`src/verilog/cpu16_pkg.sv`:
```
package cpu16_pkg;

    // machine word and memory address widths
    parameter int DATA_WIDTH = 16;
    parameter int ADDR_WIDTH = 11;

    // alu function select, same order as the opcode low bits
    typedef enum logic [3:0] {
        ALU_ADD,
        ALU_SUB,
        ALU_MUL,
        ALU_DIV,
        ALU_SHL,
        ALU_SHR,
        ALU_ROL,
        ALU_ROR,
        ALU_AND,
        ALU_OR,
        ALU_XOR,
        ALU_NOR,
        ALU_NAND,
        ALU_XNOR,
        ALU_GT,
        ALU_EQ
    } alu_op_t;

    // instruction opcode
    // top bit set means alu op, low four bits pick the function
    typedef enum logic [4:0] {
        OP_LDA  = 5'd0,
        OP_STA  = 5'd1,
        OP_JMP  = 5'd2,
        OP_JZ   = 5'd3,
        OP_HLT  = 5'd4,
        OP_ADD  = 5'd16,
        OP_SUB  = 5'd17,
        OP_MUL  = 5'd18,
        OP_DIV  = 5'd19,
        OP_SHL  = 5'd20,
        OP_SHR  = 5'd21,
        OP_ROL  = 5'd22,
        OP_ROR  = 5'd23,
        OP_AND  = 5'd24,
        OP_OR   = 5'd25,
        OP_XOR  = 5'd26,
        OP_NOR  = 5'd27,
        OP_NAND = 5'd28,
        OP_XNOR = 5'd29,
        OP_GT   = 5'd30,
        OP_EQ   = 5'd31
    } cpu_op_t;

    // one instruction word
    typedef struct packed {
        cpu_op_t                op;
        logic [ADDR_WIDTH-1:0]  addr;
    } instr_t;

    // one access on the memory port
    typedef struct packed {
        logic [ADDR_WIDTH-1:0]  addr;
        logic [DATA_WIDTH-1:0]  wdata;
        logic                   we;
    } mem_req_t;

    // store leaving the control unit
    typedef struct packed {
        logic                   valid;
        logic [ADDR_WIDTH-1:0]  addr;
        logic [DATA_WIDTH-1:0]  data;
    } store_t;

endpackage
```
`src/verilog/program_loader.sv`:
```
`timescale 1ns/1ps

module program_loader (
    input  logic                                clock,
    input  logic                                arst_n,
    input  logic                                load_we,
    input  logic [cpu16_pkg::ADDR_WIDTH-1:0]    load_addr,
    input  logic [cpu16_pkg::DATA_WIDTH-1:0]    load_data,
    input  logic                                start,
    input  logic                                halt,
    input  cpu16_pkg::mem_req_t                 cpu_req,
    output cpu16_pkg::mem_req_t                 mem_req,
    output logic                                running,
    output logic                                halted
);

    // stopped while loading, running between start and halt
    typedef enum logic {
        LOADING,
        RUNNING
    } load_state_t;

    load_state_t state;

    always_ff @(posedge clock or negedge arst_n) begin
        if (!arst_n) begin
            state <= LOADING;
        end else begin
            case (state)
                LOADING: begin
                    if (start) begin
                        state <= RUNNING;
                    end
                end
                RUNNING: begin
                    // halt comes from execute of the halt instruction
                    if (halt) begin
                        state <= LOADING;
                    end
                end
                default: state <= LOADING;
            endcase
        end
    end

    assign running = (state == RUNNING);
    assign halted  = (state == LOADING);

    // memory port owner
    // external loader while stopped, cpu while running
    always_comb begin
        if (running) begin
            mem_req = cpu_req;
        end else begin
            mem_req.addr  = load_addr;
            mem_req.wdata = load_data;
            mem_req.we    = load_we;
        end
    end

    // loader must stay off the port once the program runs
    a_no_load_while_running: assert property (@(posedge clock) disable iff (!arst_n)
        running |-> !load_we);

    // a second start would restart a program mid-flight
    a_no_start_while_running: assert property (@(posedge clock) disable iff (!arst_n)
        running |-> !start);

endmodule

```
`config.mk`:
```
export PLATFORM = sky130hd
export DESIGN_NAME = program_loader
export DESIGN_NICKNAME = d
export VERILOG_FILES = /design/src/verilog/cpu16_pkg.sv /design/src/verilog/program_loader.sv
export SDC_FILE = /design/constraint.sdc
export NUM_CORES = 1
export LEC_CHECK = 0
export ABC_AREA = 1
export ABC_CLOCK_PERIOD_IN_PS = 1200
export BUFFER_PORTS_ARGS = -buffer_cell sky130_fd_sc_hd__buf_2
export CORE_MARGIN = 10
export CORE_UTILIZATION = 22
export CTS_CLUSTER_SIZE = 40
export DETAILED_ROUTE_END_ITERATION = 16
export GPL_TIMING_DRIVEN = 1
export PLACE_DENSITY = 0.74
export REMOVE_ABC_BUFFERS = 1
export SETUP_SLACK_MARGIN = 0.2
export SLEW_MARGIN = 20
export SYNTH_ARGS = -nofsm -noshare
export SYNTH_HDL_FRONTEND = slang
export SYNTH_SLANG_ARGS = --single-unit
export TNS_END_PERCENT = 1
```
`constraint.sdc`:
```
create_clock -name clock -period 1.2 [get_ports clock]
set_input_delay 0.24 -clock clock [delete_from_list [all_inputs] [get_ports clock]]
set_output_delay 0.24 -clock clock [all_outputs]
set_load 0.05 [all_outputs]
```
After elaboration in Yosys (flattened, before gate mapping)
Index checks and enable logic that the tools add are counted.
{"block": "word_totals", "in_bits": 60, "register_bits": 1, "output_inout_bits": 30, "word_cells": 6}
{"block": "classes", "n_mux": 4, "bitwise_logic": 1}
{"operator": "28-bit two-way mux", "count": 1}
{"operator": "1-bit two-way mux", "count": 2}
{"operator": "1-bit case mux with 2 select lines", "count": 1}
{"operator": "1-bit inverter", "count": 1}

Logic depth before layout (Yosys ltp)
Gate-level depths: netlist (run 1).
{"block": "logic_depth", "ltp_word": 2, "mapped_depth": 4}

Worst setup path before layout (run 1)
No wires, ideal clock.
{"block": "synth_path", "kind": "register to output", "start": "register state (netlist: running)", "end": "output mem_req[16] (netlist name)", "t_arrival_ps": 1468, "stages_incl_launch_ff": 5, "path_buffers": 1, "slack_ps": -508, "path_cell_list": "dfrtp_1 -> inv_1 -> buf_2 -> nand2_1 -> nand2_1"}
{"element": "start: declaration", "line_no": "program_loader.sv:23", "rtl": "load_state_t state;"}
{"element": "start signal: assignment", "line_no": "program_loader.sv:27", "rtl": "state <= LOADING;"}
{"element": "start signal: assignment", "line_no": "program_loader.sv:32", "rtl": "state <= RUNNING;"}
{"element": "start signal: assignment", "line_no": "program_loader.sv:38", "rtl": "state <= LOADING;"}
{"element": "end: declaration", "line_no": "program_loader.sv:12", "rtl": "output cpu16_pkg::mem_req_t mem_req,"}

==> impl_metrics.csv, run 1 <==
group,metric,value,unit
grt,grt_max_degree,23,
timing,tightestPinTransition,252,ps
synthesis,syn_inst,96,
routing,drc,0,
routing,via_per_inst,4.19,
routing,num_vias,872,
worst_setup_path,startpoint_type,"flop",
place,routabilityCongestion,0.645,
worst_setup_path,crit_type,"flop to primary output",
worst_setup_path,cpMostUsedCell,"nand2_1",
cells_and_area,final_common_cell,"nand2_1",
synthesis,ys_seq_area_share,6.29,%
pwr,peakVddDrop,0.732,mV
die,die_x,62.5,um
pwr,finalPower,1.32,mW
timing,max_freq,0.871,GHz
worst_setup_path,crit_family,"buffers and inverters",
die,io_pins,90,
grt,grt_pass1_wl,4150,um
cells_and_area,antenna_cells,0,
place,dp_hpwl,2160,um
worst_setup_path,crit_required,960,ps
cells_and_area,utilization,61.2,%
timing,skew,0,ps
grt,grt_overflow,0,
worst_setup_path,critPathMaxFanout,18,
timing,report.final.slew_viol_count,0,
worst_setup_path,crit_slowest_cell,"dfrtp_1",
synthesis,ys_warn_count,0,
die,core_area,0.00173,mm^2
die,initial_core_util,23.0,%
clocking,clkTransAtPathRegs,0,ps
grt,antenna_found_initial,0,
run_status,outcome,"complete, no violations",
cells_and_area,final_cell_mix,"nand2_1, buf_2, buf_6",
timing,rsz0062_at_grt,"yes",
cells_and_area,finalInstanceArea,0.00106,mm^2
routing,drtIter0Drc,43,
timing,hold_viol,0,
grt,first_global_vias,889,
worst_setup_path,worst-r2r-setup-slack,370,ps
worst_setup_path,cp_data_arrival_time,910,ps
cells_and_area,multi_input_area,329,um^2
job,timing.max_cap.violations,0,
timing,max_slew_margin,83.3,%
die,die_h,62.5,um
synthesis,ys_seq_elements,1,
worst_setup_path,critPathMaxStageDelay,350,ps
timing,fin_ws,51.4,ps
cells_and_area,ff_latch_area,25.0,um^2
cells_and_area,layout-drive-gt1-share,51.9,%
place,placement.io_buffers,89,
timing,hold_slack,14.7,ps
clocking,cts_setup_buffers,0,
synthesis,syn_area,398,um^2
grt,track_usage,12.2,%
clocking,clock_latency,0,ps
worst_hold_path,min_path_type,"primary input to asynchronous set/reset pin",
worst_setup_path,critPathBufInv,2,
routing,routedWlPerCell,12.8,um
synthesis,avgSynthCellArea,4.14,um^2
synthesis,synth_cell_types,6,
pwr,power.density,1250,mW/mm^2
place,post-place-ws,-63.8,ps
routing,first_pass_iters,4,
worst_setup_path,endpoint_kind,"primary output",
routing,drt_wl_total,2660,um
cells_and_area,largest_reg_flops,1,
clocking,hold_buffers,0,
worst_setup_path,crit_chain,"buf_4, nand2_1, nand2_1, buf_6",
routing,ant_nets,0,
timing,fin_crit_sh,95.7,%
cells_and_area,areaGrowthSynthToFinish,165,%
die,dieArea,0.00391,mm^2
cells_and_area,n_fill_cell,180,
place,dpl_cell_area,878,um^2
pwr,p_leak,0.710,nW
die,rows,15,
cells_and_area,layout.nets,245,
timing,period_minus_slack,1150,ps
timing,final-setup-viol-count,0,
final cells by class:
| type | instances | share of cell area [%] |
|---|---|---|
| Sequential cell | 1 | 2.37 |
| Multi-Input combinational cell | 87 | 31.2 |
| Tap cell | 25 | 2.96 |
| Timing Repair Buffer | 93 | 62.8 |
| Inverter | 2 | 0.711 |
logic make-up after synthesis:
| group | count (synthesis) | share of synthesized area [%] |
|---|---|---|
| AND/OR/NAND/NOR | 87 | 82.1 |
| buffers and inverters | 8 | 11.6 |
| flip-flops | 1 | 6.29 |
metal layers:
metal	wire length [um]	global-route usage (%)	vias up	share of wire, %
met5	0	0	-	0
met4	0	0	0	0
met3	292	5.02	0	11
met2	1480	25.6	47	56
met1	883	11.0	371	33
li1	-	-	454	-
path summary, 6_finish.rpt:
path | from | to | depth (start not counted)
max | running | mem_req[19] | 4
max in group asynchronous | arst_n | running | 1
min in group clock | start | running | 3
min | arst_n | running | 1
max reg2reg | running | running | 3
min reg2reg | running | running | 4
where the power goes:
part / internal, mW / switching, mW / leakage (nW)
Sequential: 0.0394 / 0.00424 / 0.0120
Clock: 0 / 0 / 0
Combinational: 0.445 / 0.834 / 0.698
synth_stat cells:
cell     count  area (um^2)
nand2_1     87          327
buf_2        4         20.0
inv_1        2         7.51
buf_4        1         7.51
buf_6        1         11.3
dfrtp_1      1         25.0
what timing repair did:
item	4_1_cts	5_1_grt
pin swaps	0	2
gates resized for setup	57	1
endpoints found under the setup margin	30	30
per-stage QoR:
stage | TNS [ps] | cells
detailed placement | -1450 | 208
global placement | -688 | 208
floorplan | -38860 | 90
finish | 0 | 208
global route | -299 | 208
CTS | 0 | 208
(Power assumes the default switching activity.)
==> inputs of run 2 (changes only) <==
ABC_AREA = unset   (was 1)
CORE_UTILIZATION = 26   (was 22)
PLACE_DENSITY = 0.76   (was 0.74)
==> run 2 against run 1 <==
The flow now finishes with violations (setup timing). Power decreased by 1.7%. Utilization grew 5.9 points. Area after synthesis is 25% higher. Via count shrank 25%. Register-to-register slack got worse by 140 ps. Combinational power barely moved. Global-route usage fell by 0.91 points. Routed wire length down 7.3%. Synthesized cell count fell by 64%. Die area is 4.0% higher. Cell count down 28%. Sequential power increased by 13%.
==> impl_metrics.csv, run 2 <==
group,metric,value,unit
worst_setup_path,crit_type,"flop to primary output",
worst_hold_path,min_path_type,"primary input to asynchronous set/reset pin",
worst_setup_path,cp_data_arrival_time,1050,ps
worst_setup_path,critPathMaxFanout,16,
synthesis,ys_seq_area_share,5.03,%
routing,via_per_inst,4.34,
worst_setup_path,cp.depth,3,
timing,period_minus_slack,1290,ps
cells_and_area,layout.nets,187,
routing,first_pass_iters,2,
timing,max_freq,0.773,GHz
run_status,violations,"setup timing",
run_status,outcome,"complete, but fails checks",
clocking,clkTransAtPathRegs,0,ps
worst_setup_path,crit_chain,"buf_12, mux2_4, buf_6",
synthesis,avgSynthCellArea,14.2,um^2
cells_and_area,antenna_cells,0,
timing,max_slew_margin,83.4,%
synthesis,yosysTopAreaCell,"mux2_4",
pwr,peakVddDrop,0.870,mV
worst_setup_path,crit_required,960,ps
grt,first_global_vias,793,
grt,grt_max_degree,17,
routing,num_vias,651,
synthesis,ys_seq_elements,1,
die,io_pins,90,
worst_setup_path,ff2ff_path_depth,4,
cells_and_area,final_cell_mix,"buf_2, mux2_4, buf_6",
timing,tightestPinTransition,250,ps
routing,routedWlPerCell,16.4,um
grt,track_usage,11.3,%
routing,wl_met2,1230,um
synthesis,ys.flop_type,"dfrtp_1",
cells_and_area,largest_reg_flops,1,
routing,drt-met1-wl,899,um
cells_and_area,layout-drive-gt1-share,98.4,%
routing,ant_nets,0,
synthesis,yosys-top-cells-count,"mux2_4, buf_6",
worst_setup_path,crit_family,"flip-flops",
synthesis,syn_area,498,um^2
grt,antenna_found_initial,0,
place,dp_cells,150,
synthesis,syn_inst,35,
die,core_area,0.00176,mm^2
routing,drc,0,
cells_and_area,stdcell_count,150,
routing,drt_wl_total,2470,um
clocking,clock_latency,0,ps
die,die_h,63.8,um
routing,drtIter0Drc,19,
place,routabilityCongestion,0.805,
place,placement.io_buffers,89,
die,die_x,63.8,um
synthesis,synth_cell_types,6,
synthesis,ys_top_cells_by_area,"mux2_4, buf_6, dfrtp_1",
timing,final-setup-viol-count,28,
timing,skew,0,ps
timing,hold_viol,0,
routing,dr_wl_met3,306,um
pwr,p_leak,0.687,nW
timing,fin_crit_sh,108,%
worst_setup_path,crit_slowest_cell,"dfrtp_2",
synthesis,ys_async_sr_fraction,100,%
synthesis,ys_warn_count,0,
worst_setup_path,endpoint_kind,"primary output",
pwr,power.density,1100,mW/mm^2
pwr,finalPower,1.30,mW
synthesis,synth_edf_count,0,
timing,rsz0062_at_grt,"yes",
job,timing.max_cap.violations,0,
die,dieArea,0.00407,mm^2
worst_setup_path,critPathBufInv,2,
grt,grt_pass1_wl,3820,um
synthesis,synth_top_area_share,84.4,%
routing,top_layer,"met4",
timing,report.final.slew_viol_count,0,
die,initial_core_util,28.2,%
worst_setup_path,critPathMaxStageDelay,420,ps
die,rows,15,
worst_setup_path,startpoint_type,"flop",
grt,grt_overflow,0,
cells_and_area,areaGrowthSynthToFinish,137,%
place,dp_hpwl,2150,um
cells_and_area,n_fill_cell,149,
synthesis,synth_most_common_cell,"mux2_4",
timing,fin_ws,-93.0,ps
cells_and_area,final_common_cell,"buf_2",
run 2: worst register-to-register path, cell delays in order, from the launching register on:
cell     delay (ps)
dfrtp_2         390
buf_12          170
inv_1            80
buf_4           130
o21ai_2         110
run 2: worst paths after layout:
check / start / to / slack [ps]
min in group clock: halt / running / 410
max in group asynchronous: arst_n / running / 1090
max: running / mem_req[23] / -90
min reg2reg: running / running / 790
max reg2reg: running / running / 230
min: arst_n / running / 10
run 2: cells by family (layout without fill, tap and decap cells):
| logic type | count (synthesis) | in the layout | share of synthesized area, % |
|---|---|---|---|
| compound gates | 1 | 1 | 1.76 |
| mux | 28 | 28 | 84.4 |
| simple gates | 1 | 1 | 1.26 |
| buf+inv | 4 | 94 | 7.54 |
| flops | 1 | 1 | 5.02 |
run 2: cell type report:
cell class	count	area (um^2)	area share [%]
repair buffers	93	686	58.0
multi-input cells	30	435	36.8
well taps	25	31.3	2.65
flip-flops and latches	1	26.3	2.22
inverters	1	3.75	0.317
run 2: power by group:
group	internal [mW]	switching [mW]
clock network	0	0
registers	0.0404	0.00897
logic	0.565	0.687
total	0.605	0.696
run 2: stage by stage:
step | utilization [%] | cell area [um^2] | TNS [ps] | worst slack [ps] | hold WS, ps
global placement | 56.5 | 997 | -3620 | -135 | 16.3
floorplan | - | 464 | -31610 | -1330 | -55.6
detailed placement | 56.5 | 997 | -3830 | -147 | 15.0
finish | 67.0 | 1180 | -2420 | -93.0 | 14.6
CTS | 66.8 | 1180 | -2490 | -96.6 | 15.0
global route | 67.0 | 1180 | -2980 | -116 | 16.0
run 2: routing by layer:
| layer | vias to the layer above | GRT usage (%) |
|---|---|---|
| met3 | 2 | 4.88 |
| met4 | 0 | 1.09 |
| met2 | 58 | 21.9 |
| met5 | - | 0 |
| li1 | 311 | - |
| met1 | 280 | 11.2 |
run 2: timing repair:
action,4_1_cts,5_1_grt
gates cloned,0,0
pin swaps,0,0
resized for setup,58,1
setup endpoints to repair,30,31
setup buffers,0,0
hold buffers,0,0
