`config.mk`:
```
export PLATFORM = sky130hd
export DESIGN_NAME = control_unit
export DESIGN_NICKNAME = d
export VERILOG_FILES = /design/src/verilog/cpu16_pkg.sv /design/src/verilog/control_unit.sv
export SDC_FILE = /design/constraint.sdc
export NUM_CORES = 1
export LEC_CHECK = 0
export BUFFER_PORTS_ARGS = -buffer_cell sky130_fd_sc_hd__buf_2
export CORE_ASPECT_RATIO = 1.75
export CORE_UTILIZATION = 33
export DETAILED_ROUTE_END_ITERATION = 8
export GPL_TIMING_DRIVEN = 1
export MAX_ROUTING_LAYER = met4
export SETUP_SLACK_MARGIN = 0.15
export SYNTH_ARGS = -nofsm -noshare
export SYNTH_HDL_FRONTEND = slang
export SYNTH_SLANG_ARGS = --single-unit
```
`constraint.sdc`:
```
create_clock -name clock -period 2.5 [get_ports clock]
set_clock_uncertainty 0.2 [all_clocks]
set_input_delay 0 -clock clock [delete_from_list [all_inputs] [get_ports clock]]
set_output_delay 0 -clock clock [all_outputs]
set_load 0.02 [all_outputs]
```
`src/verilog/cpu16_pkg.sv`:
```
package cpu16_pkg;

    // machine word and memory address widths
    parameter int DATA_WIDTH = 16;
    parameter int ADDR_WIDTH = 11;

    // alu function select, same order as the opcode low bits
    typedef enum logic [3:0] {
        ALU_ADD,
        ALU_SUB,
        ALU_MUL,
        ALU_DIV,
        ALU_SHL,
        ALU_SHR,
        ALU_ROL,
        ALU_ROR,
        ALU_AND,
        ALU_OR,
        ALU_XOR,
        ALU_NOR,
        ALU_NAND,
        ALU_XNOR,
        ALU_GT,
        ALU_EQ
    } alu_op_t;

    // instruction opcode
    // top bit set means alu op, low four bits pick the function
    typedef enum logic [4:0] {
        OP_LDA  = 5'd0,
        OP_STA  = 5'd1,
        OP_JMP  = 5'd2,
        OP_JZ   = 5'd3,
        OP_HLT  = 5'd4,
        OP_ADD  = 5'd16,
        OP_SUB  = 5'd17,
        OP_MUL  = 5'd18,
        OP_DIV  = 5'd19,
        OP_SHL  = 5'd20,
        OP_SHR  = 5'd21,
        OP_ROL  = 5'd22,
        OP_ROR  = 5'd23,
        OP_AND  = 5'd24,
        OP_OR   = 5'd25,
        OP_XOR  = 5'd26,
        OP_NOR  = 5'd27,
        OP_NAND = 5'd28,
        OP_XNOR = 5'd29,
        OP_GT   = 5'd30,
        OP_EQ   = 5'd31
    } cpu_op_t;

    // one instruction word
    typedef struct packed {
        cpu_op_t                op;
        logic [ADDR_WIDTH-1:0]  addr;
    } instr_t;

    // one access on the memory port
    typedef struct packed {
        logic [ADDR_WIDTH-1:0]  addr;
        logic [DATA_WIDTH-1:0]  wdata;
        logic                   we;
    } mem_req_t;

    // store leaving the control unit
    typedef struct packed {
        logic                   valid;
        logic [ADDR_WIDTH-1:0]  addr;
        logic [DATA_WIDTH-1:0]  data;
    } store_t;

endpackage
```
`src/verilog/control_unit.sv`:
```
`timescale 1ns/1ps

module control_unit (
    input  logic                                clock,
    input  logic                                arst_n,
    input  logic                                running,
    input  logic [cpu16_pkg::DATA_WIDTH-1:0]    rdata,
    input  logic [cpu16_pkg::DATA_WIDTH-1:0]    alu_result,
    output cpu16_pkg::mem_req_t                 rd_req,
    output cpu16_pkg::alu_op_t                  alu_op,
    output logic [cpu16_pkg::DATA_WIDTH-1:0]    alu_a,
    output logic [cpu16_pkg::DATA_WIDTH-1:0]    alu_b,
    output cpu16_pkg::store_t                   store,
    output logic                                halt,
    output logic [cpu16_pkg::DATA_WIDTH-1:0]    acc_value
);

    // four cycles per instruction once out of idle
    typedef enum logic [2:0] {
        IDLE,
        FETCH,
        LOAD_IR,
        OPERAND,
        EXECUTE
    } state_t;

    state_t                             state;
    logic [cpu16_pkg::ADDR_WIDTH-1:0]   pc;
    cpu16_pkg::instr_t                  ir;
    logic [cpu16_pkg::DATA_WIDTH-1:0]   acc;
    logic                               is_alu_op;
    logic                               jump_taken;

    // opcodes with the top bit set go through the alu
    assign is_alu_op = ir.op[4];

    // conditional jump looks at acc before this instruction
    assign jump_taken = (ir.op == cpu16_pkg::OP_JMP) ||
                        ((ir.op == cpu16_pkg::OP_JZ) && (acc == '0));

    always_ff @(posedge clock or negedge arst_n) begin
        if (!arst_n) begin
            state <= IDLE;
            pc    <= '0;
            acc   <= '0;
        end else begin
            case (state)
                IDLE: begin
                    // every run starts at address 0
                    if (running) begin
                        state <= FETCH;
                        pc    <= '0;
                    end
                end
                FETCH: begin
                    state <= LOAD_IR;
                end
                LOAD_IR: begin
                    state <= OPERAND;
                    // wraps from the top address back to 0
                    pc    <= pc + 1'b1;
                end
                OPERAND: begin
                    state <= EXECUTE;
                end
                EXECUTE: begin
                    if (ir.op == cpu16_pkg::OP_HLT) begin
                        state <= IDLE;
                    end else begin
                        state <= FETCH;
                    end
                    if (jump_taken) begin
                        pc <= ir.addr;
                    end
                    // rdata holds the operand word in execute
                    if (is_alu_op) begin
                        acc <= alu_result;
                    end else if (ir.op == cpu16_pkg::OP_LDA) begin
                        acc <= rdata;
                    end
                end
                default: state <= IDLE;
            endcase
        end
    end

    // instruction word arrives one cycle after fetch
    always_ff @(posedge clock) begin
        if (state == LOAD_IR) begin
            ir <= cpu16_pkg::instr_t'(rdata);
        end
    end

    // read requests
    // instruction in fetch, operand in operand state, idle otherwise
    always_comb begin
        rd_req = '0;
        if (state == FETCH) begin
            rd_req.addr = pc;
        end else if (state == OPERAND) begin
            rd_req.addr = ir.addr;
        end
    end

    // alu sees acc and the operand word
    assign alu_op = cpu16_pkg::alu_op_t'(ir.op[3:0]);
    assign alu_a  = acc;
    assign alu_b  = rdata;

    // store leaves in execute and the store port routes it
    assign store.valid = (state == EXECUTE) && (ir.op == cpu16_pkg::OP_STA);
    assign store.addr  = ir.addr;
    assign store.data  = acc;

    assign halt      = (state == EXECUTE) && (ir.op == cpu16_pkg::OP_HLT);
    assign acc_value = acc;

    // stores only while the loader hands the memory port to the cpu
    a_store_while_running: assert property (@(posedge clock) disable iff (!arst_n)
        store.valid |-> running);

endmodule

```
=== Word-level counts from Yosys, hierarchy flattened ===
Cells that the tools add are included.

* Muxes and demuxes: 10
* Equality and inequality tests: 10
* Reduce and logical (&&, ||, !) cells: 11
* Add/subtract/negate cells: 1

{| class="wikitable"
|+ Operator list
! cell !! count
|-
| two-way mux 11 bit || 4
|-
| case mux 11 bit (3 select lines) || 1
|-
| two-way mux 16 bit || 2
|-
| logical NOT 16 bit || 1
|-
| case mux 3 bit (5 select lines) || 1
|-
| adder 11 x 1 -> 11 bit (second input constant) || 1
|-
| equality test 5 x 2 -> 1 bit (second input constant) || 2
|-
| equality test 3 x 2 -> 1 bit (second input constant) || 2
|-
| equality test 5 x 1 -> 1 bit (second input constant) || 1
|-
| equality test 5 x 3 -> 1 bit (second input constant) || 1
|-
| logical NOT 5 bit || 1
|-
| inequality test 2 bit (second input constant) || 2
|-
| equality test 3 x 1 -> 1 bit (second input constant) || 1
|-
| equality test 3 bit (second input constant) || 1
|-
| logical AND 1 bit || 3
|-
| logical NOT 3 bit || 1
|-
| two-way mux 3 bit || 1
|-
| AND reduction 3 bit || 1
|-
| nonzero test 3 bit || 1
|-
| AND reduction 2 bit || 1
|-
| nonzero test 2 bit || 1
|-
| logical OR 1 bit || 1
|-
| two-way mux 1 bit || 1
|}

* Input port bits: 35
* Output and inout port bits: 109
* Logic and storage cells: 37
* Register bits: 46

=== Depth between registers and ports, before layout ===
* Depth in word-level cells: 5
* Mapped depth: 6
* Depth with buffers taken out: 6

=== Worst setup path before layout ===
OpenSTA, ideal clock, no wires.

* Path type: flip-flop to flip-flop
* Start: register acc (netlist bit acc_value[4])
* End: register pc[0] (netlist bit)
* Path slack: 0.577 ns
* Clock period less this slack: 1.923 ns
* Data required time: 2.175 ns
* Cell stages (with the launch flop): 6
* Buffers on the path: 0
* Arrival time: 1.598 ns
* Library setup time: 0.125 ns
* Cell sequence: dfrtp_1 > nor4b_1 > nand4_1 > nor3_4 > nor2_8 > mux2_4

* Word-level cells in the longest chain between the ends: 5

{| class="wikitable"
|+ RTL lines
! item !! RTL line !! text
|-
| start, declared || control_unit.sv:30 || <nowiki>logic [cpu16_pkg::DATA_WIDTH-1:0] acc;</nowiki>
|-
| start signal, assigned || control_unit.sv:77 || <nowiki>acc <= alu_result;</nowiki>
|-
| start signal, assigned || control_unit.sv:79 || <nowiki>acc <= rdata;</nowiki>
|-
| logical NOT 16 bit || control_unit.sv:39 || <nowiki>((ir.op == cpu16_pkg::OP_JZ) && (acc == '0));</nowiki>
|-
| logical AND 1 bit || control_unit.sv:39 ||
|-
| logical OR 1 bit || control_unit.sv:38 || <nowiki>assign jump_taken = (ir.op == cpu16_pkg::OP_JMP) ||</nowiki>
|-
| inequality test 2 bit (no source line) || - ||
|-
| AND reduction 3 bit (no source line) || - ||
|-
| end signal, assigned || control_unit.sv:61 || <nowiki>pc <= pc + 1'b1;</nowiki>
|-
| end signal, assigned || control_unit.sv:73 || <nowiki>pc <= ir.addr;</nowiki>
|-
| end, declared || control_unit.sv:28 || <nowiki>logic [cpu16_pkg::ADDR_WIDTH-1:0] pc;</nowiki>
|}

Every way passes these cells.
A chain may end at the register's enable or synchronous reset.

=== Worst setup path after layout ===
* Start: register state[1]
* End: register pc[9] (netlist bit)

* Word-level cells in the longest chain between the ends: 3
* Elaborated cells on any way between the ends: 8
* Those cells by class: eq/ne: 4; mux: 1; reduce/logical: 3

{| class="wikitable"
|+ RTL lines
! item !! RTL line !! text
|-
| start, declared || control_unit.sv:27 || <nowiki>state_t state;</nowiki>
|-
| start signal, assigned || control_unit.sv:43 || <nowiki>state <= IDLE;</nowiki>
|-
| start signal, assigned || control_unit.sv:51 || <nowiki>state <= FETCH;</nowiki>
|-
| start signal, assigned || control_unit.sv:56 || <nowiki>state <= LOAD_IR;</nowiki>
|-
| equality test 3 bit (tied with other cells) || control_unit.sv:47 || <nowiki>case (state)</nowiki>
|-
| inequality test 2 bit (no source line) / nonzero test 3 bit (equally long branches) || - ||
|-
| AND reduction 3 bit (no source line) || - ||
|}

Parallel ways exist; a longest one is shown, timed or not.

==> reports/results.tsv <==
metric	value	unit
Final setup viols	0	
vias in the first global route	2234	
peak supply drop	0.597	mV
Final #Nets	428	
Overall Global Routing Usage	16.2	%
fin. max-slew vios	0	
hold crit path type	primary input to async pin	
max layer used	met4	
critical path peak fanout	11	
number of synthesized register bits	46	
main area contributors after synthesis	dfrtp_1 25%, buf_4 20%, edfxtp_1 16%	
Met3 Wirelength	304	um
Routed WL	7.19	mm
Setup TNS Final	0	ns
Distinct cells, synth	40	
Syn Std Cell Area	3000	sq um
ant diodes	0	
Slew headroom	28.9	%
critical path class	flop to flop	
postcts setup bufs	0	
post-synthesis average cell area	10.2	sq um
fillers	849	
initial antenna violation count	0	
share of layout cells above drive strength 1	39.4	%
Worst-Skew Late Latency	0.28	ns
worst stage delay on the critical path	0.57	ns
Post-Syn Instances	295	
CP arrival	2.17	ns
CTS tree	built	
crit-path cells	o31ai_2 > nor2_2 > nor2_8 > mux2_4	
chip width	74.1	um
hold buffer count at cts	34	
Reg clk slew, reported paths	0.06	ns
Max Cap Viol	0	
largest net degree at the start of global routing	33	
DRC Markers	0	
period utilization	88.1	%
DP HPWL	5.25	mm
yosys warns	0	
crit path time final	2.20	ns
drt pass-1 iters	5	
post-CTS sizing	0	
clock root cell	clkbuf_16	
Seq/Total Area, Yosys	41.1	%
wire length on met2	4.01	mm
final worst slack	0.299	ns
CTS buffer count	5	
# IOs	144	
gr ovfl total	0	
CP Data Required Time	2.47	ns
first-iteration detailed-routing DRC count	120	
ANT nets after route	0	
Yosys top cell area share	25.0	%
WL/cell	14.1	um
num rows	45	
Slew @ Worst Pin	1.07	ns
Initial Util	34.4	%
RD Place Congestion	0.828	
DR vias/cell	4.49	
Setup Slack @ Placement	0.289	ns
area grow syn2layout	23.4	%
RSZ-0062 raised after global routing	false	
cell family with most CP delay	flip-flops	
Sequential cell area	1230	sq um
FMAX	454	MHz
status	finished clean	
Reg2Reg Depth	4	
die height	128	um
WP depth	4	
first-pass GRT wire length	11.2	mm
CORE AREA	8730	sq um
Port Buffers	126	
footprint of the multi-input gates	1170	sq um
Worst Path Buf+Inv	0	
via count	2289	
cell at the slowest stage of the critical path	dfrtp_1	
clk sinks	46	
LEAKAGE	0.00182	uW
met1 WL	2.67	mm
Cell Pwr Density	1220	nW/um^2
die area	9490	sq um
startpoint types	flop	
cell taking the most area after synthesis	dfrtp_1	
CP endpoint kind	flop	
final hold vios	0	
H-tree levels	2	
clock buffer depth	2	
==> per-layer routing <==
metal	up-vias	global-route usage [%]
met2	85	28.4
met4	0	8.14
met1	1082	17.1
met5	-	-
li1	1110	-
met3	12	2.44
==> worst paths after layout <==
path,from,end,slack [ns]
hold / removal,arst_n,acc_value[8],0.11
min in group clock,rdata[0],store[16],0.26
max in group asynchronous,arst_n,acc_value[14],1.50
setup reg to reg,state[1],pc[9],0.30
setup / recovery,state[1],pc[9],0.30
hold reg to reg,state[2],state[1],0.34
==> power by group <==
| group | switching (uW) | leakage (uW) | internal, uW |
|---|---|---|---|
| Sequential | 424 | 0.000527 | 1110 |
| Combinational | 1480 | 0.00122 | 883 |
| Clock | 266 | 0.0000683 | 366 |
| Total | 2170 | 0.00182 | 2360 |
==> synthesized netlist by cell type <==
| library cell | count |
|---|---|
| buf_4 | 80 |
| dfrtp_1 | 30 |
| nand2_1 | 28 |
| mux2i_1 | 27 |
| o21ai_0 | 27 |
| nor2_1 | 18 |
| edfxtp_1 | 16 |
| mux2_4 | 9 |
| clkbuf_1 | 7 |
| xor2_1 | 7 |
| nand3_1 | 5 |
| and4_1 | 3 |
| buf_2 | 3 |
| inv_1 | 3 |
| nand4_1 | 3 |
| nor4_1 | 3 |
| a21oi_1 | 2 |
| nor3_1 | 2 |
| a21boi_2 | 1 |
| a22o_1 | 1 |
| a2bb2oi_1 | 1 |
| a31oi_1 | 1 |
| a32oi_1 | 1 |
| and4b_1 | 1 |
| buf_6 | 1 |
| conb_1 | 1 |
| ha_1 | 1 |
| nand2b_1 | 1 |
| nor2_2 | 1 |
| nor2_8 | 1 |
| nor3_4 | 1 |
| nor3b_4 | 1 |
| nor4_2 | 1 |
| nor4b_1 | 1 |
| nor4b_2 | 1 |
| nor4bb_1 | 1 |
| o22ai_1 | 1 |
| o2bb2ai_1 | 1 |
| o31ai_2 | 1 |
| xnor2_1 | 1 |
==> cell usage in the layout (no fill, tap or decap), drive strengths merged <==
master,count
a21boi,1
a21oi,2
a22o,1
a2bb2oi,1
a31oi,1
a32oi,1
and4,3
and4b,1
buf,131
clkbuf,6
clkinv,2
conb,17
dfrtp,30
dlygate4sd3,34
edfxtp,16
ha,1
inv,3
mux2,9
mux2i,27
nand2,28
nand2b,1
nand3,5
nand4,3
nor2,20
nor3,3
nor3b,1
nor4,4
nor4b,2
nor4bb,1
o21ai,27
o22ai,1
o2bb2ai,1
o31ai,1
xnor2,1
xor2,7
==> cell families after synthesis <==
| group | count (synthesis) | share of synthesized area (%) |
|---|---|---|
| adder cells (fa/ha/maj) | 1 | 0.417 |
| flip-flops | 46 | 41.1 |
| buffers and inverters | 94 | 22.2 |
| XOR/XNOR | 8 | 2.34 |
| other | 1 | 0.125 |
| AND/OR/NAND/NOR | 72 | 13.2 |
| multiplexers | 36 | 13.5 |
| AO/OA/AOI/OAI | 37 | 7.22 |
==> layout make-up <==
type | count | area share [%]
clock buffer | 6 | 3.48
clock inverter | 2 | 0.237
inverter | 3 | 0.304
multi-input combinational | 171 | 31.5
sequential | 46 | 33.3
tap | 117 | 3.95
timing repair buffer | 165 | 27.2
==> through the flow <==
step / instances / instance area (sq um) / hold slack, ns / power [uW] / utilization [%]
after floorplan: 311 / 3060 / -0.496 / 3550 / -
after global placement: 468 / 3220 / -0.0943 / 3870 / 36.9
after detailed placement: 468 / 3220 / -0.0977 / 3900 / 36.9
after CTS: 510 / 3700 / 0.142 / 4580 / 42.4
after global routing: 510 / 3700 / 0.188 / 4830 / 42.4
final: 510 / 3700 / 0.113 / 4530 / 42.4
==> sequential cells by signal, indices dropped and copies added (netlist names) <==
| name | count |
|---|---|
| pc | 11 |
| store | 11 |
| acc_value | 16 |
| ir | 1 |
| state | 3 |
| alu_op | 4 |
Note: power is estimated with default switching activity, not from simulation.
