$ cat config.mk
export PLATFORM = sky130hd
export DESIGN_NAME = store_port
export DESIGN_NICKNAME = d
export VERILOG_FILES = /design/src/verilog/cpu16_pkg.sv /design/src/verilog/store_port.sv
export SDC_FILE = /design/constraint.sdc
export NUM_CORES = 1
export LEC_CHECK = 0
export ABC_AREA = 1
export BUFFER_PORTS_ARGS = -buffer_cell sky130_fd_sc_hd__buf_4
export CORE_MARGIN = 3
export CORE_UTILIZATION = 40
export CTS_BUF_LIST = sky130_fd_sc_hd__clkbuf_4 sky130_fd_sc_hd__clkbuf_8
export CTS_CLUSTER_DIAMETER = 150
export DETAILED_ROUTE_END_ITERATION = 12
export PLACE_DENSITY_LB_ADDON = 0.1
export SLEW_MARGIN = 20
export SYNTH_ARGS = -nofsm -noshare
export SYNTH_HDL_FRONTEND = slang
export SYNTH_SLANG_ARGS = --single-unit
$ cat constraint.sdc
create_clock -name clock -period 2.4 [get_ports clock]
set_clock_uncertainty 0.05 [all_clocks]
set_input_delay 0.48 -clock clock [delete_from_list [all_inputs] [get_ports clock]]
set_output_delay 0.48 -clock clock [all_outputs]
set_load 0.05 [all_outputs]
$ cat src/verilog/cpu16_pkg.sv
package cpu16_pkg;

    // machine word and memory address widths
    parameter int DATA_WIDTH = 16;
    parameter int ADDR_WIDTH = 11;

    // alu function select, same order as the opcode low bits
    typedef enum logic [3:0] {
        ALU_ADD,
        ALU_SUB,
        ALU_MUL,
        ALU_DIV,
        ALU_SHL,
        ALU_SHR,
        ALU_ROL,
        ALU_ROR,
        ALU_AND,
        ALU_OR,
        ALU_XOR,
        ALU_NOR,
        ALU_NAND,
        ALU_XNOR,
        ALU_GT,
        ALU_EQ
    } alu_op_t;

    // instruction opcode
    // top bit set means alu op, low four bits pick the function
    typedef enum logic [4:0] {
        OP_LDA  = 5'd0,
        OP_STA  = 5'd1,
        OP_JMP  = 5'd2,
        OP_JZ   = 5'd3,
        OP_HLT  = 5'd4,
        OP_ADD  = 5'd16,
        OP_SUB  = 5'd17,
        OP_MUL  = 5'd18,
        OP_DIV  = 5'd19,
        OP_SHL  = 5'd20,
        OP_SHR  = 5'd21,
        OP_ROL  = 5'd22,
        OP_ROR  = 5'd23,
        OP_AND  = 5'd24,
        OP_OR   = 5'd25,
        OP_XOR  = 5'd26,
        OP_NOR  = 5'd27,
        OP_NAND = 5'd28,
        OP_XNOR = 5'd29,
        OP_GT   = 5'd30,
        OP_EQ   = 5'd31
    } cpu_op_t;

    // one instruction word
    typedef struct packed {
        cpu_op_t                op;
        logic [ADDR_WIDTH-1:0]  addr;
    } instr_t;

    // one access on the memory port
    typedef struct packed {
        logic [ADDR_WIDTH-1:0]  addr;
        logic [DATA_WIDTH-1:0]  wdata;
        logic                   we;
    } mem_req_t;

    // store leaving the control unit
    typedef struct packed {
        logic                   valid;
        logic [ADDR_WIDTH-1:0]  addr;
        logic [DATA_WIDTH-1:0]  data;
    } store_t;

endpackage
$ cat src/verilog/store_port.sv
`timescale 1ns/1ps

module store_port #(
    parameter logic [cpu16_pkg::ADDR_WIDTH-1:0] OUT_ADDR = 11'd2047
) (
    input  logic                                clock,
    input  logic                                arst_n,
    input  cpu16_pkg::store_t                   store,
    output cpu16_pkg::mem_req_t                 wr_req,
    output logic                                out_valid,
    output logic [cpu16_pkg::DATA_WIDTH-1:0]    out_data
);

    logic to_output;

    // reserved address goes to the port, never to memory
    assign to_output = store.valid && (store.addr == OUT_ADDR);

    // ordinary stores become memory writes
    // all zero when idle so the top can or it with reads
    always_comb begin
        wr_req = '0;
        if (store.valid && !to_output) begin
            wr_req.addr  = store.addr;
            wr_req.wdata = store.data;
            wr_req.we    = 1'b1;
        end
    end

    // one-cycle output strobe
    always_ff @(posedge clock or negedge arst_n) begin
        if (!arst_n) begin
            out_valid <= 1'b0;
        end else begin
            out_valid <= to_output;
        end
    end

    // data only meaningful with the strobe
    always_ff @(posedge clock) begin
        if (to_output) begin
            out_data <= store.data;
        end
    end

    // stores are at least four cycles apart
    a_single_strobe: assert property (@(posedge clock) disable iff (!arst_n)
        out_valid |=> !out_valid);

endmodule

-- Yosys cells after proc, flatten, opt, wreduce, memory -nomap -nowiden
Cells that the tools add are included.
- $add $sub $neg: 0
- multipliers: 0
- div/mod/pow operators: 0
- magnitude comparators: 0
- equality and inequality tests: 1
- shift-type cells: 0
- muxes and demuxes: 1
- bitwise gates (word level): 0
- reductions and logical operators: 3
- operator list (kind ; count):
    $mux 28 ; 1
    $eq 11x11->1 const B ; 1
    $logic_and 1x1->1 ; 2
    $logic_not 1->1 ; 1
- flip-flop bits (word level): 17
- bits in latches: 0
- RAM bits: 0
- ROM bits: 0
- input port bits: 30
- output and inout port bits: 45
- logic and storage cells: 7
- memories: 0

-- Longest topological paths before layout
Gate-level depths: netlist of run 1.
- depth after elaboration: 5
- gate-level depth with buffers: 6

-- Worst setup path before layout of run 1
No wires, ideal clock.
- path kind: input -> output
- start point: input store[16] in the netlist's numbering
- end point: output wr_req[10] in the netlist's numbering
- arrival: 1.537 ns
- path slack: 0.333 ns
- stages on the path: 6
- path buffers: 1
- cells stage by stage: inv_1 > nor2_1 > nand3_2 > nand2_4 > buf_6 > nor2_1
- RTL lines (what ; line ; RTL):
    from (decl) ; store_port.sv:8 ; input cpu16_pkg::store_t store,
    to (decl) ; store_port.sv:9 ; output cpu16_pkg::mem_req_t wr_req,

==> out/results.txt, run 1 <==
status: complete, no violations
synthesis-to-layout area growth: 76.3%
Fin. Hold Viols: 0
CTS H-Tree Depth: 1
# IOs: 75
fin crit share: 81.9%
Hold Path End: out_data[8]
clk sink count: 17
largest net degree at the start of global routing: 29
register area: 505 um^2
Unique masters post-synth: 9
Max Freq: 509 MHz
Synthesis Warnings: 0
initial DRC count: 4
Synth Net Count: 116
HPWL after DPL: 1810 um
post-cts repair resize count: 0
Cells after Synth: 86
total number of vias: 775
root buffer cell: clkbuf_4
main combinational cell family by area after synthesis: simple AND/OR/NAND/NOR gates
vias in the first global route: 764
crit-path max FO: 28
Hold Crit Depth: 1
CTS tree: yes
# DRC: 0
Post-Synth XOR/XNOR Area: 0%
initial antenna violation count: 0
CTS max path bufs: 2
Worst Tran Pin Value: 0.296 ns
layout cells sized above 1: 50.6%
setup violators final: 0
Compound-Gate Fraction of Synth Area: 0%
dpl cells: 184
Worst setup SP type: input port
post-route ant nets: 0
Seq/Total Area, Yosys: 63.3%
relative slew slack: 80.3%
Leakage: 0.781 nW
Critical Path RT: 1.87 ns
MaxCap Viol Count: 0
Non-Filler Instances: 189
# fillers: 132
CORE AREA: 1800 um^2
grt total ovfl: 0
P per Cell Area: 479 nW/um^2
Worst Path Class, Setup: in -> out
Crit. End Element: output pin
commonest non-fill, non-tap cell in the layout: buf_4
Rows: 15
Setup TNS: 0 ns
Synth Area in Adders: 0%
most frequent cells in the layout: buf_4 (75), nor2_1 (29), inv_1 (29), edfxtp_1 (16), nand2_1 (5)
unrepaired setup endpoints after global routing: false
hold crit path type: in -> reg
simple-gate portion of the synthesized area: 20.2%
Initial Utilization: 44.3%
multi-input gate area in the final layout: 161 um^2
mean post-synth cell area: 9.28 um^2
synthesized area: 798 um^2
mux cell area share after synthesis: 0%
Arr. time, crit path: 1.44 ns
vias per cell: 4.10
Port Buffers: 74
maximum VDD drop: 0.000351 V
min cycle time layout: 1.97 ns
chip height: 50.7 um
ANT cells: 0
Global Route Usage Sum: 18.3%
wire length per cell: 11.9 um
drt pass-1 iters: 4
Routed WL: 2240 um
Num CTS Buffers: 3
clk slew on worst S/H paths: 0.10 ns
Die Area: 2570 um^2
hold_sp: store[8]
Chip Width: 50.7 um
#FFs+latches synth: 17
first-pass GRT wire length: 3420 um
final slew viol count: 0
Final #Nets: 195
Final Wtd Congestion: 0.650
## routing by layer
layer  vias up  part of all wire (%)  GRT usage, %  wire length (um)
met1       330                    34          18.8               755
met5         -                     0             0                 0
met4         0                     0          2.69                 0
met2        44                    57          35.7              1280
li1        401                     -             -                 -
met3         0                   9.4          6.53               210
## per-stage QoR
stage	worst slack [ns]	cell area (um^2)	hold WS (ns)	util [%]	power, W
detailed placement	0.434	1370	0.207	76.0	0.000535
global placement	0.467	1370	0.206	76.0	0.000530
CTS	0.429	1410	0.319	78.1	0.000683
finish	0.435	1410	0.329	78.1	0.000674
floorplan	0.333	798	0.134	-	0.000453
global route	0.328	1410	0.312	78.1	0.000706
## power by group
| group | total, W | switching [W] | internal (W) |
|---|---|---|---|
| combinational | 0.000206 | 0.000133 | 0.0000724 |
| sequential | 0.000324 | 0.0000000247 | 0.000324 |
| clock | 0.000145 | 0.0000833 | 0.0000617 |
## cell usage after synthesis
cell / n / share of area (%)
inv_1: 29 / 14
nor2_1: 29 / 14
edfxtp_1: 16 / 60
nand2_1: 5 / 2.4
buf_6: 2 / 2.8
nor2_2: 2 / 1.6
dfrtp_1: 1 / 3.1
nand2_4: 1 / 1.4
nand3_2: 1 / 1.3
## kinds of logic after synthesis
family	count (synthesis)
and+or+nand+nor	38
buffers and inverters	31
DFF	17
## worst max-delay path, cell delays in order
cell and delay [ns]:
buf_4 0.08, nand2_1 0.04, nor2_1 0.13, nand3_2 0.12
nand2_4 0.26, nor2_1 0.10, buf_4 0.21
## sequential cells by signal, summed over array words and instances, names as in the netlist
| name | cells |
|---|---|
| out_valid | 1 |
| out_data | 16 |
## area by class of cell
class	instances	area share, %
Clock buffer	3	1.60
Clock inverter	1	0.356
Tap cell	25	2.22
Multi-Input combinational cell	38	11.5
Timing Repair Buffer	76	40.7
Inverter	29	7.73
Sequential cell	17	35.9
## worst max path at each step
stage               slack, ns       from    endpoint  cells after the start
floorplan                0.33  store[16]  wr_req[10]                      6
global placement         0.47  store[24]   wr_req[3]                      7
detailed placement       0.43  store[24]   wr_req[3]                      7
CTS                      0.43  store[24]   wr_req[3]                      7
global route             0.33  store[24]   wr_req[3]                      7
finish                   0.43  store[24]   wr_req[3]                      7
## what timing repair did
item,in CTS,in global routing
buffers inserted,0,0
setup endpoints to repair,0,0
endpoints found under the hold margin,1,0
hold buffers,1,0
(Power assumes the default switching activity.)
==> run 2, diff against run 1 <==
--- a/config.mk
+++ b/config.mk
@@ -5,10 +5,10 @@
 export SDC_FILE = /design/constraint.sdc
 export NUM_CORES = 1
 export LEC_CHECK = 0
-export ABC_AREA = 1
+export ABC_AREA = 0
 export BUFFER_PORTS_ARGS = -buffer_cell sky130_fd_sc_hd__buf_4
 export CORE_MARGIN = 3
-export CORE_UTILIZATION = 40
+export CORE_UTILIZATION = 36
 export CTS_BUF_LIST = sky130_fd_sc_hd__clkbuf_4 sky130_fd_sc_hd__clkbuf_8
 export CTS_CLUSTER_DIAMETER = 150
 export DETAILED_ROUTE_END_ITERATION = 12
==> constraint.sdc (replaced) <==
create_clock -name clock -period 1.8 [get_ports clock]
set_clock_uncertainty 0.05 [all_clocks]
set_input_delay 0.36 -clock clock [delete_from_list [all_inputs] [get_ports clock]]
set_output_delay 0.36 -clock clock [all_outputs]
set_load 0.05 [all_outputs]
==> run 2 against run 1 <==
- total power increased by 39%
- first-iteration DRC count increased to 4.3 times the previous value
- via count is 23% higher
- non-clock buffer count is 1 higher
- die area increased by 25%
- critical endpoint is now wr_req[9]
- sequential power increased by 33%
- clock power rose by 44%
==> out/results.txt, run 2 <==
CP dominant cell by count: buf_4
Worst Slack Setup Final: 0.120 ns
Worst setup SP type: input port
vias in the first global route: 877
Critical Path RT: 1.39 ns
Die Area: 3210 um^2
commonest non-fill, non-tap cell in the layout: buf_4
main combinational cell family by area after synthesis: compound AO/OA/AOI/OAI gates
clk sink count: 17
# fillers: 195
Leakage: 0.692 nW
initial antenna violation count: 0
synthesis-to-layout area growth: 66.4%
Synth top cells by count: a31oi_1 (28), nand2_1 (27), edfxtp_1 (16)
chip height: 56.6 um
Crit. End Element: output pin
Biggest register: out_data
fin crit share: 93.3%
largest net degree at the start of global routing: 30
Max Freq: 595 MHz
Worst Tran Pin Value: 0.348 ns
min cycle time layout: 1.68 ns
mux cell area share after synthesis: 0%
drt pass-1 iters: 4
critical-path cell list: buf_4 > and4_4 > a31oi_2 > buf_4
Fin. Hold Viols: 0
DP Worst Slack: 0.0854 ns
multi-input gate area in the final layout: 382 um^2
Hold Crit Depth: 1
Chip Width: 56.6 um
most frequent cells in the layout: buf_4 (76), nand2_1 (27), a31oi_1 (18), edfxtp_1 (16), a31oi_2 (10)
hold_sp: store[13]
initial DRC count: 17
register area: 505 um^2
critical path's largest stage delay: 0.46 ns
Unique masters post-synth: 12
Post-Synth XOR/XNOR Area: 0%
Most used DFF post-synth: edfxtp_1
crit-path max FO: 29
#FFs+latches synth: 17
Compound-Gate Fraction of Synth Area: 19.0%
CTS H-Tree Depth: 1
Cells after Synth: 89
total number of vias: 951
maximum VDD drop: 0.000318 V
Initial Utilization: 39.8%
relative slew slack: 76.8%
Seq/Total Area, Yosys: 54.7%
biggest regs: out_data: 16 flops, out_valid: 1 flops
post-cts repair resize count: 0
dpl cells: 181
CTS max path bufs: 2
CP max-delay cell: and4_4
MaxCap Viol Count: 0
largest cells by area after synthesis: edfxtp_1 (52%), a31oi_1 (19%), nand2_1 (11%)
Post-synth EDFFs: 16
simple-gate portion of the synthesized area: 15.6%
Synthesis Warnings: 0
unrepaired setup endpoints after global routing: false
Hold Path End: out_data[13]
layout cells sized above 1: 58.9%
P per Cell Area: 612 nW/um^2
setup violators final: 0
largest area contributor in the netlist: edfxtp_1
first-pass GRT wire length: 4020 um
synthesized area: 923 um^2
CORE AREA: 2320 um^2
post-route ant nets: 0
hold crit path type: in -> reg
count leader, synth: a31oi_1
# DRC: 0
Synth Area in Adders: 0%
grt total ovfl: 0
# IOs: 75
Setup TNS: 0 ns
Arr. time, crit path: 1.27 ns
Worst Path Class, Setup: in -> out
Non-Filler Instances: 186
status: complete, no violations
vias per cell: 5.11
Async S/R FF share, synth: 5.88%
clk slew on worst S/H paths: 0.10 ns
Routed WL: 2550 um
CTS tree: yes
wire length per cell: 13.7 um
mean post-synth cell area: 10.4 um^2
number of flip-flops in the largest register: 16
Global Route Usage Sum: 15.7%
ANT cells: 0
Rows: 17
Final Wtd Congestion: 0.722
Synth Net Count: 119
Port Buffers: 74
Final #Nets: 189
final slew viol count: 0
post-synth top area share: 52.0%
Num CTS Buffers: 3
root buffer cell: clkbuf_4
-- run 2: cell count changes after synthesis, moves of 2 or more --
cell / delta
a31oi_1: +28
and4_4: +2
buf_2: +4
buf_4: +2
buf_6: +3
inv_1: -28
nand2_1: +22
nor2_1: -29
nor2_2: -2
-- run 2: per-layer routing --
layer  share of wire [%]  wire length (um)  vias up  global-route usage (%)
met4                   0                 0        0                    6.10
li1                    -                 -      475                       -
met1                  40              1020      422                    19.8
met5                   0                 0        -                       0
met2                  49              1240       54                    25.7
met3                  11               292        0                    3.91
-- run 2: what timing repair did --
item / CTS / global route
endpoints found under the hold margin: 1 / 0
endpoints found under the setup margin: 0 / 0
buffers inserted: 0 / 0
hold buffers: 1 / 0
-- run 2: where the power goes --
group / internal [W] / switching [W] / leakage [nW]
clock: 0.000101 / 0.000108 / 0.0184
sequential: 0.000432 / 0.0000000308 / 0.158
combinational: 0.000105 / 0.000194 / 0.516
-- run 2: cell type report --
| class | count | share of cell area [%] |
|---|---|---|
| clock buffer | 4 | 1.95 |
| timing repair buffer | 77 | 37.8 |
| sequential | 17 | 32.9 |
| multi-input combinational | 59 | 24.8 |
| tap | 28 | 2.28 |
| inverter | 1 | 0.244 |
-- run 2: worst max-delay path, delay by kind of cell --
kind                   cells  cell delay, ns
AOI/OAI and AO/OA          1            0.15
and+or+nand+nor            1            0.46
buffers and inverters      2            0.30
-- run 2: how the worst max path moves through the flow --
stage,from,end,depth (start not counted)
2_1_floorplan,store[17],wr_req[0],4
3_3_place_gp,store[16],out_data[4],4
3_5_place_dp,store[25],out_data[4],4
4_1_cts,store[25],wr_req[13],4
5_1_grt,store[16],wr_req[2],4
6_report,store[16],wr_req[9],4
-- run 2: kinds of logic after synthesis --
kind of cell           Yosys count
and+or+nand+nor                 31
AOI/OAI and AO/OA               28
DFF                             17
buffers and inverters           13
-- run 2: through the flow --
stage | hold slack [ns] | area, um^2 | util [%] | power (W)
floorplan | 0.0144 | 986 | - | 0.000634
detailed placement | 0.0864 | 1500 | 64.5 | 0.000739
CTS | 0.201 | 1540 | 66.3 | 0.000949
global placement | 0.0853 | 1500 | 64.5 | 0.000737
global route | 0.179 | 1540 | 66.3 | 0.000995
finish | 0.207 | 1540 | 66.3 | 0.000941
